$ cat src/common/lbuf_config.svh
`ifndef LBUF_CONFIG_SVH
`define LBUF_CONFIG_SVH

// Width of a full SRAM vector address
`define LBUF_ADDR_BW 8

// Low address bits that select a vector inside one row
`define LBUF_VEC_BW 2

// Number of configuration ids in the size table
`define LBUF_N_CFG 4

// Depth of the pending reservation queue
`define LBUF_Q_DEPTH 4

`endif

$ cat src/common/lbuf_pkg.sv
`include "lbuf_config.svh"

package lbuf_pkg;

	// Full address as seen by the address consumer
	typedef logic [`LBUF_ADDR_BW-1:0] lbuf_addr_t;

	// Row index, also the ring write pointer
	typedef logic [`LBUF_ADDR_BW-`LBUF_VEC_BW-1:0] lbuf_row_t;

	// Row counts, one bit wider so a full ring fits
	typedef logic [`LBUF_ADDR_BW-`LBUF_VEC_BW:0] lbuf_cnt_t;

	// Config id, wide enough to hold the end id of a full range
	typedef logic [$clog2(`LBUF_N_CFG+1)-1:0] cfg_id_t;

	// Id loop FSM
	typedef enum logic {
		LOOP_IDLE,
		LOOP_RUN
	} id_loop_state_t;

endpackage

$ cat src/allocator/cfg_id_loop.sv
`timescale 1ns/1ps

module cfg_id_loop (
	input  logic              i_clk,
	input  logic              i_rst,
	input  logic              i_start_rdy,
	input  lbuf_pkg::cfg_id_t i_beg_id,
	input  lbuf_pkg::cfg_id_t i_end_id,
	input  logic              i_step,
	output logic              o_start_ack,
	output lbuf_pkg::cfg_id_t o_id,
	output logic              o_busy
);
	import lbuf_pkg::*;

	id_loop_state_t state_r;
	cfg_id_t        id_r;
	cfg_id_t        id_nxt;
	logic           last_step;
	logic           empty_range;

	always_comb begin
		id_nxt    = id_r + cfg_id_t'(1);
		// Final step of the range, the next id would hit the end
		last_step = (state_r == LOOP_RUN) && i_step && (id_nxt == i_end_id);
		// Nothing to reserve, acknowledge at once
		empty_range = (state_r == LOOP_IDLE) && i_start_rdy && (i_beg_id == i_end_id);
		o_start_ack = last_step || empty_range;
	end

	assign o_id   = id_r;
	assign o_busy = (state_r == LOOP_RUN);

	always_ff @(posedge i_clk) begin
		if (i_rst) begin
			state_r <= LOOP_IDLE;
			id_r    <= '0;
		end else begin
			case (state_r)
				LOOP_IDLE: begin
					// Latch the first id of the held range
					if (i_start_rdy && !empty_range) begin
						state_r <= LOOP_RUN;
						id_r    <= i_beg_id;
					end
				end
				LOOP_RUN: begin
					if (last_step) begin
						state_r <= LOOP_IDLE;
					end else if (i_step) begin
						id_r <= id_nxt;
					end
				end
				default: state_r <= LOOP_IDLE;
			endcase
		end
	end

endmodule

$ cat src/allocator/lbuf_alloc_fifo.sv
`timescale 1ns/1ps
`include "lbuf_config.svh"

module lbuf_alloc_fifo (
	input  logic                i_clk,
	input  logic                i_rst,
	input  logic                i_push,
	input  lbuf_pkg::lbuf_row_t i_base,
	input  lbuf_pkg::lbuf_cnt_t i_size,
	input  logic                i_pop,
	output lbuf_pkg::lbuf_row_t o_head_base,
	output lbuf_pkg::lbuf_cnt_t o_head_size,
	output logic                o_full,
	output logic                o_empty
);
	import lbuf_pkg::*;

	localparam int DEPTH  = `LBUF_Q_DEPTH;
	localparam int PTR_BW = $clog2(DEPTH);

	typedef logic [PTR_BW-1:0] ptr_t;
	typedef logic [PTR_BW:0]   occ_t;

	// Reservation payload, row base and block size
	lbuf_row_t base_mem [DEPTH];
	lbuf_cnt_t size_mem [DEPTH];

	ptr_t wr_ptr_r;
	ptr_t rd_ptr_r;
	occ_t count_r;

	// Wrap at the queue depth, also for depths that are not a power of two
	function automatic ptr_t ptr_inc(input ptr_t p);
		return (p == ptr_t'(DEPTH-1)) ? '0 : p + ptr_t'(1);
	endfunction

	always_ff @(posedge i_clk) begin
		if (i_push) begin
			base_mem[wr_ptr_r] <= i_base;
			size_mem[wr_ptr_r] <= i_size;
		end
	end

	// Pointers and occupancy, push and pop may share a cycle
	always_ff @(posedge i_clk) begin
		if (i_rst) begin
			wr_ptr_r <= '0;
			rd_ptr_r <= '0;
			count_r  <= '0;
		end else begin
			if (i_push) begin
				wr_ptr_r <= ptr_inc(wr_ptr_r);
			end
			if (i_pop) begin
				rd_ptr_r <= ptr_inc(rd_ptr_r);
			end
			case ({i_push, i_pop})
				2'b10:   count_r <= count_r + occ_t'(1);
				2'b01:   count_r <= count_r - occ_t'(1);
				default: count_r <= count_r;
			endcase
		end
	end

	assign o_head_base = base_mem[rd_ptr_r];
	assign o_head_size = size_mem[rd_ptr_r];
	assign o_full      = (count_r == occ_t'(DEPTH));
	assign o_empty     = (count_r == '0);

endmodule

$ cat src/allocator/lbuf_allocator.sv
`timescale 1ns/1ps
`include "lbuf_config.svh"

module lbuf_allocator (
	input  logic                 i_clk,
	input  logic                 i_rst,
	input  logic                 i_alloc_rdy,
	input  lbuf_pkg::cfg_id_t    i_beg_id,
	input  lbuf_pkg::cfg_id_t    i_end_id,
	input  lbuf_pkg::lbuf_cnt_t  i_cur_size,
	input  lbuf_pkg::lbuf_cnt_t  i_free_size,
	input  logic                 i_linear_ack,
	input  logic                 i_allocated_ack,
	input  logic                 i_we_dval,
	input  logic                 i_free_dval,
	output lbuf_pkg::cfg_id_t    o_cur_id,
	output logic                 o_alloc_ack,
	output logic                 o_linear_rdy,
	output lbuf_pkg::lbuf_addr_t o_linear,
	output logic                 o_allocated_rdy
);
	import lbuf_pkg::*;

	localparam int        ROW_BW   = `LBUF_ADDR_BW - `LBUF_VEC_BW;
	localparam lbuf_cnt_t CAPACITY = lbuf_cnt_t'(1) << ROW_BW;

	// ======================================================================
	// Id loop and reservation gating
	// ======================================================================
	logic      loop_busy;
	logic      has_space;
	logic      can_alloc;
	logic      step;
	lbuf_cnt_t capacity_r;
	lbuf_cnt_t capacity_w;
	lbuf_row_t ptr_r;

	// Reservation queue strobes and head
	logic      fifo_push;
	logic      fifo_pop;
	logic      fifo_full;
	logic      fifo_empty;
	lbuf_row_t head_base;
	lbuf_cnt_t head_size;

	cfg_id_loop u_id_loop (
		.i_clk       (i_clk),
		.i_rst       (i_rst),
		.i_start_rdy (i_alloc_rdy),
		.i_beg_id    (i_beg_id),
		.i_end_id    (i_end_id),
		.i_step      (step),
		.o_start_ack (o_alloc_ack),
		.o_id        (o_cur_id),
		.o_busy      (loop_busy)
	);

	// Reserve only with enough free rows and a free queue slot
	always_comb begin
		has_space = (capacity_r >= i_cur_size);
		can_alloc = has_space && !fifo_full;
		step      = loop_busy && can_alloc;
	end

	// Ring write pointer wraps at the ring size by itself
	always_ff @(posedge i_clk) begin
		if (i_rst) begin
			ptr_r <= '0;
		end else if (step) begin
			ptr_r <= ptr_r + i_cur_size[ROW_BW-1:0];
		end
	end

	// ======================================================================
	// Reservation queue
	// ======================================================================
	assign fifo_push = step;
	// Pop only a head that is released
	assign fifo_pop  = i_linear_ack && o_linear_rdy;

	lbuf_alloc_fifo u_alloc_fifo (
		.i_clk       (i_clk),
		.i_rst       (i_rst),
		.i_push      (fifo_push),
		.i_base      (ptr_r),
		.i_size      (i_cur_size),
		.i_pop       (fifo_pop),
		.o_head_base (head_base),
		.o_head_size (head_size),
		.o_full      (fifo_full),
		.o_empty     (fifo_empty)
	);

	// Row base back to a vector address
	assign o_linear = {head_base, {`LBUF_VEC_BW{1'b0}}};

	// ======================================================================
	// Resource counters
	// ======================================================================
	lbuf_cnt_t filled_r;
	lbuf_cnt_t filled_w;
	lbuf_cnt_t notify_r;
	lbuf_cnt_t notify_w;

	// Capacity takes a reservation and a free in the same cycle
	always_comb begin
		capacity_w = capacity_r;
		if (fifo_push) begin
			capacity_w = capacity_w - i_cur_size;
		end
		if (i_free_dval) begin
			capacity_w = capacity_w + i_free_size;
		end
	end

	// Rows written so far with the surplus carried to the next entry
	always_comb begin
		filled_w = filled_r;
		if (i_we_dval) begin
			filled_w = filled_w + lbuf_cnt_t'(1);
		end
		if (fifo_pop) begin
			filled_w = filled_w - head_size;
		end
	end

	// Outstanding DMA notifications
	always_comb begin
		notify_w = notify_r;
		if (fifo_push) begin
			notify_w = notify_w + lbuf_cnt_t'(1);
		end
		if (i_allocated_ack && o_allocated_rdy) begin
			notify_w = notify_w - lbuf_cnt_t'(1);
		end
	end

	always_ff @(posedge i_clk) begin
		if (i_rst) begin
			capacity_r <= CAPACITY;
			filled_r   <= '0;
			notify_r   <= '0;
		end else begin
			capacity_r <= capacity_w;
			filled_r   <= filled_w;
			notify_r   <= notify_w;
		end
	end

	// Head is released once its rows are all in SRAM
	assign o_linear_rdy    = !fifo_empty && (filled_r >= head_size);
	assign o_allocated_rdy = (notify_r != '0);

endmodule

$ cat src/hdl/lbuf_size_table.sv
`timescale 1ns/1ps
`include "lbuf_config.svh"

module lbuf_size_table (
	input  logic                i_clk,
	input  logic                i_rst,
	input  logic                i_we,
	input  lbuf_pkg::cfg_id_t   i_wr_id,
	input  lbuf_pkg::lbuf_cnt_t i_wr_size,
	input  lbuf_pkg::cfg_id_t   i_rd_id_a,
	input  lbuf_pkg::cfg_id_t   i_rd_id_b,
	output lbuf_pkg::lbuf_cnt_t o_size_a,
	output lbuf_pkg::lbuf_cnt_t o_size_b
);
	import lbuf_pkg::*;

	localparam int      IDX_BW = $clog2(`LBUF_N_CFG);
	localparam cfg_id_t N_CFG  = cfg_id_t'(`LBUF_N_CFG);

	// One block size per config id
	lbuf_cnt_t size_r [`LBUF_N_CFG];

	// Software load port, one entry per cycle
	always_ff @(posedge i_clk) begin
		if (i_rst) begin
			for (int i = 0; i < `LBUF_N_CFG; i++) begin
				size_r[i] <= '0;
			end
		end else if (i_we && (i_wr_id < N_CFG)) begin
			size_r[i_wr_id[IDX_BW-1:0]] <= i_wr_size;
		end
	end

	// Port a follows the allocation loop, port b the free id
	// Ids past the table read as zero
	assign o_size_a = (i_rd_id_a < N_CFG) ? size_r[i_rd_id_a[IDX_BW-1:0]] : '0;
	assign o_size_b = (i_rd_id_b < N_CFG) ? size_r[i_rd_id_b[IDX_BW-1:0]] : '0;

endmodule

$ cat src/hdl/lbuf_top.sv
`timescale 1ns/1ps

module lbuf_top (
	input  logic                 i_clk,
	input  logic                 i_rst,
	input  logic                 i_cfg_we,
	input  lbuf_pkg::cfg_id_t    i_cfg_id,
	input  lbuf_pkg::lbuf_cnt_t  i_cfg_size,
	input  logic                 i_alloc_rdy,
	input  lbuf_pkg::cfg_id_t    i_beg_id,
	input  lbuf_pkg::cfg_id_t    i_end_id,
	input  logic                 i_linear_ack,
	input  logic                 i_allocated_ack,
	input  logic                 i_we_dval,
	input  logic                 i_free_dval,
	input  lbuf_pkg::cfg_id_t    i_free_id,
	output logic                 o_alloc_ack,
	output logic                 o_linear_rdy,
	output lbuf_pkg::lbuf_addr_t o_linear,
	output logic                 o_allocated_rdy
);
	import lbuf_pkg::*;

	// Id currently walked by the allocator
	cfg_id_t   cur_id;
	lbuf_cnt_t cur_size;
	lbuf_cnt_t free_size;

	// Sizes for allocation and freeing, looked up in parallel
	lbuf_size_table u_size_table (
		.i_clk     (i_clk),
		.i_rst     (i_rst),
		.i_we      (i_cfg_we),
		.i_wr_id   (i_cfg_id),
		.i_wr_size (i_cfg_size),
		.i_rd_id_a (cur_id),
		.i_rd_id_b (i_free_id),
		.o_size_a  (cur_size),
		.o_size_b  (free_size)
	);

	lbuf_allocator u_allocator (
		.i_clk           (i_clk),
		.i_rst           (i_rst),
		.i_alloc_rdy     (i_alloc_rdy),
		.i_beg_id        (i_beg_id),
		.i_end_id        (i_end_id),
		.i_cur_size      (cur_size),
		.i_free_size     (free_size),
		.i_linear_ack    (i_linear_ack),
		.i_allocated_ack (i_allocated_ack),
		.i_we_dval       (i_we_dval),
		.i_free_dval     (i_free_dval),
		.o_cur_id        (cur_id),
		.o_alloc_ack     (o_alloc_ack),
		.o_linear_rdy    (o_linear_rdy),
		.o_linear        (o_linear),
		.o_allocated_rdy (o_allocated_rdy)
	);

endmodule

$ cat config.mk
export PLATFORM = sky130hd
export DESIGN_NAME = lbuf_top
export DESIGN_NICKNAME = d
export VERILOG_FILES = /design/src/common/lbuf_pkg.sv /design/src/allocator/cfg_id_loop.sv /design/src/allocator/lbuf_alloc_fifo.sv /design/src/allocator/lbuf_allocator.sv /design/src/hdl/lbuf_size_table.sv /design/src/hdl/lbuf_top.sv
export VERILOG_INCLUDE_DIRS = /design/src /design/src/common
export SDC_FILE = /design/constraint.sdc
export NUM_CORES = 1
export LEC_CHECK = 0
export ABC_CLOCK_PERIOD_IN_PS = 6500
export BUFFER_PORTS_ARGS = -buffer_cell sky130_fd_sc_hd__buf_2
export CAP_MARGIN = 20
export CORE_AREA = 5 5 124 137
export CTS_BUF_LIST = sky130_fd_sc_hd__clkbuf_8
export DETAILED_ROUTE_END_ITERATION = 6
export DIE_AREA = 0 0 129 142
export GPL_TIMING_DRIVEN = 0
export SLEW_MARGIN = 20
export SYNTH_ARGS = -nofsm -noshare
export SYNTH_HDL_FRONTEND = slang
export SYNTH_SLANG_ARGS = --single-unit
$ cat constraint.sdc
create_clock -name i_clk -period 6.5 [get_ports i_clk]
set_input_delay 0.325 -clock i_clk [delete_from_list [all_inputs] [get_ports i_clk]]
set_output_delay 0.325 -clock i_clk [all_outputs]
set_load 0.01 [all_outputs]
# Word-level counts from Yosys, hierarchy flattened
# Memories as Yosys holds them, arrays and structs flattened. A register that Yosys moved wholly into a read port is not among the register bits.
# Cells that the tools add are included.
# classes
n_addsub,12
order_cmp,5
eq_ne,10
mux,34
bitwise_logic,1
reduce_logical,20
# ops
cell,count
$mux 7,9
$mux 2,9
$add 7x1->7 const B,2
$ge 7x7->1,2
$sub 7x7->7,2
$pmux 3 s2,2
$logic_and 1x1->1,11
$mux 1,10
$lt 3x3->1 const B,3
$mux 3,3
$add 7x7->7,1
$reduce_bool 7->1,1
$reduce_or 7->1,1
$sub 7x1->7 const B,1
$add 3x1->3 const B,2
$add 6x6->6,1
$eq 2x2->1 const B,3
$eq 3x3->1,2
$add 2x1->2 const B,2
$ne 2x2->1 const B,2
$eq 3x3->1 const B,1
$logic_not 1->1,3
$logic_not 3->1,1
$reduce_and 3->1,1
other kinds (7),7
# word_totals
register_bits,38
ram_bits,80
input_bits,27
output_inout_bits,11
wordCells,94
mem_count,3
# mem_list
memory,depth,word_bits,rd,rd_ports_with_merged_regs,write_ports,line_no,rtl
u_allocator.u_alloc_fifo.size_mem,4,7,1,1,1,lbuf_alloc_fifo.sv:26,lbuf_cnt_t size_mem [DEPTH];
u_size_table.size_r,4,7,2,1,4,lbuf_size_table.sv:21,lbuf_cnt_t size_r [`LBUF_N_CFG];
u_allocator.u_alloc_fifo.base_mem,4,6,1,1,1,lbuf_alloc_fifo.sv:25,lbuf_row_t base_mem [DEPTH];

# Depth between registers and ports, before layout
# logic_depth
word_depth,11
depth_mapped,21
mapped_depth_nobuf,19

# Hierarchy
# From an unflattened synthesis, not the netlist that was laid out.
# hier_totals
hier_cells,608
hier_area_um2,6932.9
# by_module_without_submodules
module,instances,cells_per_inst,area_each_um2,seq_area_each_um2
lbuf_allocator,1,327,2646.3,540.5
lbuf_alloc_fifo,1,114,2327.2,1741.7
lbuf_size_table,1,130,1602.8,840.8
cfg_id_loop,1,37,356.6,80.1

# Worst setup path before layout
# No wires, ideal clock.
# synth_timing
path_kind,reg-to-reg
from,register (tool-made name)
to,register u_allocator.capacity_r[6]
setup_ps,126
t_arrival_ps,4323
required_ps,6374
path_slack_ps,2051
path_stages_with_launch,22
path_buffers,3
synth_period_minus_slack_ps,4449
cell_sequence,dfxtp_1 > clkbuf_1 > clkbuf_1 > mux4_2 > nor2b_1 > ha_1 > nand2b_1 > a211oi_1 > o311a_1 > nor2_1 > inv_1 > buf_2 > o21ai_0 > ha_1 > fa_1 > a21o_1 > a21oi_1 > o21ai_0 > xnor2_1 > nand2_1 > xnor2_1 > nand2_1
# synth_lines
item,line_no,rtl
end signal: assignment,lbuf_allocator.sv:144,capacity_r <= capacity_w;
end: declaration,lbuf_allocator.sv:34,lbuf_cnt_t capacity_r;

==> impl_metrics.yaml <==
outcome:
  status: "finished, final reports clean"
cells_and_area:
  area_growth_pct: 13.52
  nNetsFinal: 726
  stdcell_area_um2: 7702
  drive_gt1_share_pct: 15.34
  utilization_pct: 49.71
  diodes: 0
  layoutNonFillerInstCount: 865
grt:
  grt_use_total_pct: 16.28
  grt_pass1_wl_um: 23350
  grt_start_max_net_pins: 17
  overflow: 0
  antenna_found_initial: 0
  grt_pass1_vias: 4878
sta:
  maxSlewViolCount: 0
  worstMarginPinSlew_ns: 0.8824
  slew_headroom_pct: 41.18
  final.period_utilization_pct: 84.91
  finalSetupViolCount: 0
  fin_crit_ns: 5.519
  hold_viol: 0
  fin_tns_setup_ns: 0
  rsz0062_at_grt: "no"
  max_freq_mhz: 181.2
  finClkSkew_ns: 0.01178
pwr:
  power_density_nw_per_um2: 322.9
  leakagePower_uw: 0.003065
  ir_drop_v: 0.0001483
drt:
  firstDrtPassIters: 4
  routed_wl_um: 13810
  wirelength_met1_um: 5588
  top_layer_used: "met4"
  vias_per_cell: 5.325
  drt_iter0_drc: 191
  drc: 0
  met3WireLength_um: 539
  ant_nets: 0
  wl_per_cell_um: 15.97
  vias: 4606
  wl_met2_um: 7392
synthesis:
  async_flop_share_pct: 0
  synth_top_area_share_pct: 35.40
  yosysMostFrequentCell: "edfxtp_1"
  synth_top_flop_cell: "edfxtp_1"
  seq_area_frac_synth_pct: 47.80
  netlist_area_um2: 6785
  ys_types: 56
  synth.ff_latch_count: 122
  synth_area_per_cell_um2: 11.33
  yosys-top-cells-area: "edfxtp_1 35%, dfxtp_1 12%, ha_1 7.7%"
  ys.warnings.count: 0
  yosys.area.top_type: "edfxtp_1"
  synthTopCellsByCount: "80 x edfxtp_1, 42 x dfxtp_1, 42 x ha_1"
  synthCells: 599
  synth_edf_count: 80
die:
  fp.dieArea_um2: 18320
  die_w_um: 129
  fp.dieH_um: 142
  coreArea_um2: 15490
  row_count: 48
  io_pins: 38
  initial_core_util_pct: 43.79
clocking:
  cts.sinks: 122
  cts_setup_buffers: 0
  clkTransAtPathRegs_ns: 0.08
  cts-root-buf: "clkbuf_8"
  cts_tree: "done"
  htree_levels: 4
  cts_resized: 0
  cts_buffer_depth: 2
  clock_latency_ns: 0.45
  holdBufCountCts: 0
  numCtsBuffers: 17
critical_path:
  crit_arrival_ns: 5.84
  endpoint_kind: "flop"
  crit_path_start_kind: "flop"
  crit_required_ns: 6.82
  crit_fanout: 10
  critPathKind: "reg2reg"
placement:
  hpwl_um: 10530
  place_inst: 833
  gp_congestion: 0.8407
  io_buffer_count: 33
  place_area_um2: 7204
flow_run:
  maxCapViolCount: 0
worst_hold_path:
  min_path_type: "in2reg"
where the power goes:
group	internal [uW]	total, uW	switching [uW]	leakage, uW
Sequential	912	959	47.2	0.00109
Combinational	298	689	391	0.00173
Clock	520	838	319	0.000247
Total	1730	2490	757	0.00307
state kept, by name (all words and copies together), names as in the netlist, named ones only:
name,count
u_allocator.u_alloc_fifo.rd_ptr_r,2
u_allocator.notify_r,7
u_allocator.capacity_r,7
u_allocator.ptr_r,6
u_allocator.u_id_loop.o_busy,1
u_size_table.size_r,28
u_allocator.u_alloc_fifo.size_mem,28
u_allocator.u_alloc_fifo.wr_ptr_r,2
u_allocator.u_alloc_fifo.count_r,3
u_allocator.u_id_loop.o_id,3
u_allocator.u_alloc_fifo.base_mem,24
u_allocator.filled_r,7
metal layers:
| layer | track usage (%) | vias up |
|---|---|---|
| li1 | - | 2277 |
| met1 | 18.25 | 2227 |
| met2 | 29.37 | 79 |
| met3 | 4.017 | 23 |
| met4 | 6.689 | 0 |
| met5 | 0 | - |
logic make-up after synthesis:
| group | Yosys count | share of synthesized area [%] |
|---|---|---|
| AND/OR/NAND/NOR | 179 | 13.65 |
| flip-flops | 122 | 47.80 |
| AO/OA/AOI/OAI | 106 | 10.29 |
| buffers and inverters | 65 | 3.798 |
| adder cells (fa/ha/maj) | 47 | 9.220 |
| XOR/XNOR | 42 | 5.624 |
| multiplexers | 37 | 9.570 |
| other | 1 | 0.05527 |
layout make-up:
type	count	area, um2
Clock buffer	19	261.5
Fill cell	1430	7792
Clock inverter	13	236.5
Buffer	25	107.6
Multi-Input combinational cell	413	3288
Inverter	40	150.1
Tap cell	200	250.2
Sequential cell	122	3243
Timing Repair Buffer	33	165.2
through the flow:
| stage | setup slack [ns] | hold slack (ns) | total power (uW) |
|---|---|---|---|
| floorplan | 2.051 | 0.4634 | 1493 |
| global placement | 1.053 | 0.4747 | 1637 |
| detailed placement | 0.9708 | 0.4929 | 1665 |
| CTS | 0.9721 | 0.1610 | 2504 |
| global route | 0.6036 | 0.1777 | 2640 |
| finish | 0.9811 | 0.1877 | 2487 |
path summary, 6_finish.rpt:
path | start | end | slack, ns | cells after the start
worst max-delay path | flop | u_allocator.capacity_r[6] | 0.98 | 21
worst min-delay path | i_cfg_size[2] | u_size_table.size_r[1][2] | 0.19 | 2
worst max register to register | flop | u_allocator.capacity_r[6] | 0.98 | 21
worst min register to register | u_allocator.u_alloc_fifo.wr_ptr_r[1] | u_allocator.u_alloc_fifo.wr_ptr_r[1] | 0.50 | 2
critical path, cell delays in order (launching register included):
cell and delay (ns):
dfxtp_1 0.31, clkbuf_1 0.37, clkbuf_1 0.49, mux4_2 0.30
nor2b_1 0.53, ha_1 0.35, nand2b_1 0.14, a211oi_1 0.30
o311a_1 0.30, nor2_1 0.12, inv_1 0.17, buf_2 0.24
o21ai_0 0.14, ha_1 0.25, fa_1 0.41, a21o_1 0.18
a21oi_1 0.21, o21ai_0 0.14, xnor2_1 0.14, nand2_1 0.08
xnor2_1 0.13, nand2_1 0.07
placed cells by master, fill, tap and decap left out, drive strengths merged, types with 3 or more instances in the layout:
| master | Yosys | layout |
|---|---|---|
| edfxtp | 80 | 80 |
| buf | 11 | 44 |
| inv | 40 | 43 |
| ha | 42 | 42 |
| dfxtp | 42 | 42 |
| nand2 | 39 | 39 |
| nor2 | 37 | 37 |
| a21oi | 33 | 33 |
| clkbuf | 14 | 33 |
| xnor2 | 26 | 26 |
| mux4 | 22 | 22 |
| and2 | 22 | 22 |
| nor2b | 20 | 20 |
| o21ai | 20 | 20 |
| xor2 | 15 | 15 |
| and3 | 15 | 15 |
| mux2i | 12 | 12 |
| a211oi | 10 | 10 |
| or3 | 8 | 8 |
| nand2b | 7 | 7 |
| nor3 | 7 | 7 |
| a211o | 6 | 6 |
| a21o | 6 | 6 |
| nand3 | 6 | 6 |
| bufinv | 0 | 6 |
| nand4 | 5 | 5 |
| o21a | 5 | 5 |
| nor3b | 5 | 5 |
| fa | 5 | 5 |
| o31ai | 4 | 4 |
| a21boi | 4 | 4 |
| or2 | 3 | 3 |
| mux2 | 3 | 3 |
| o211a | 3 | 3 |
| clkinv | 0 | 3 |
Note: power is estimated with default switching activity, not from simulation.
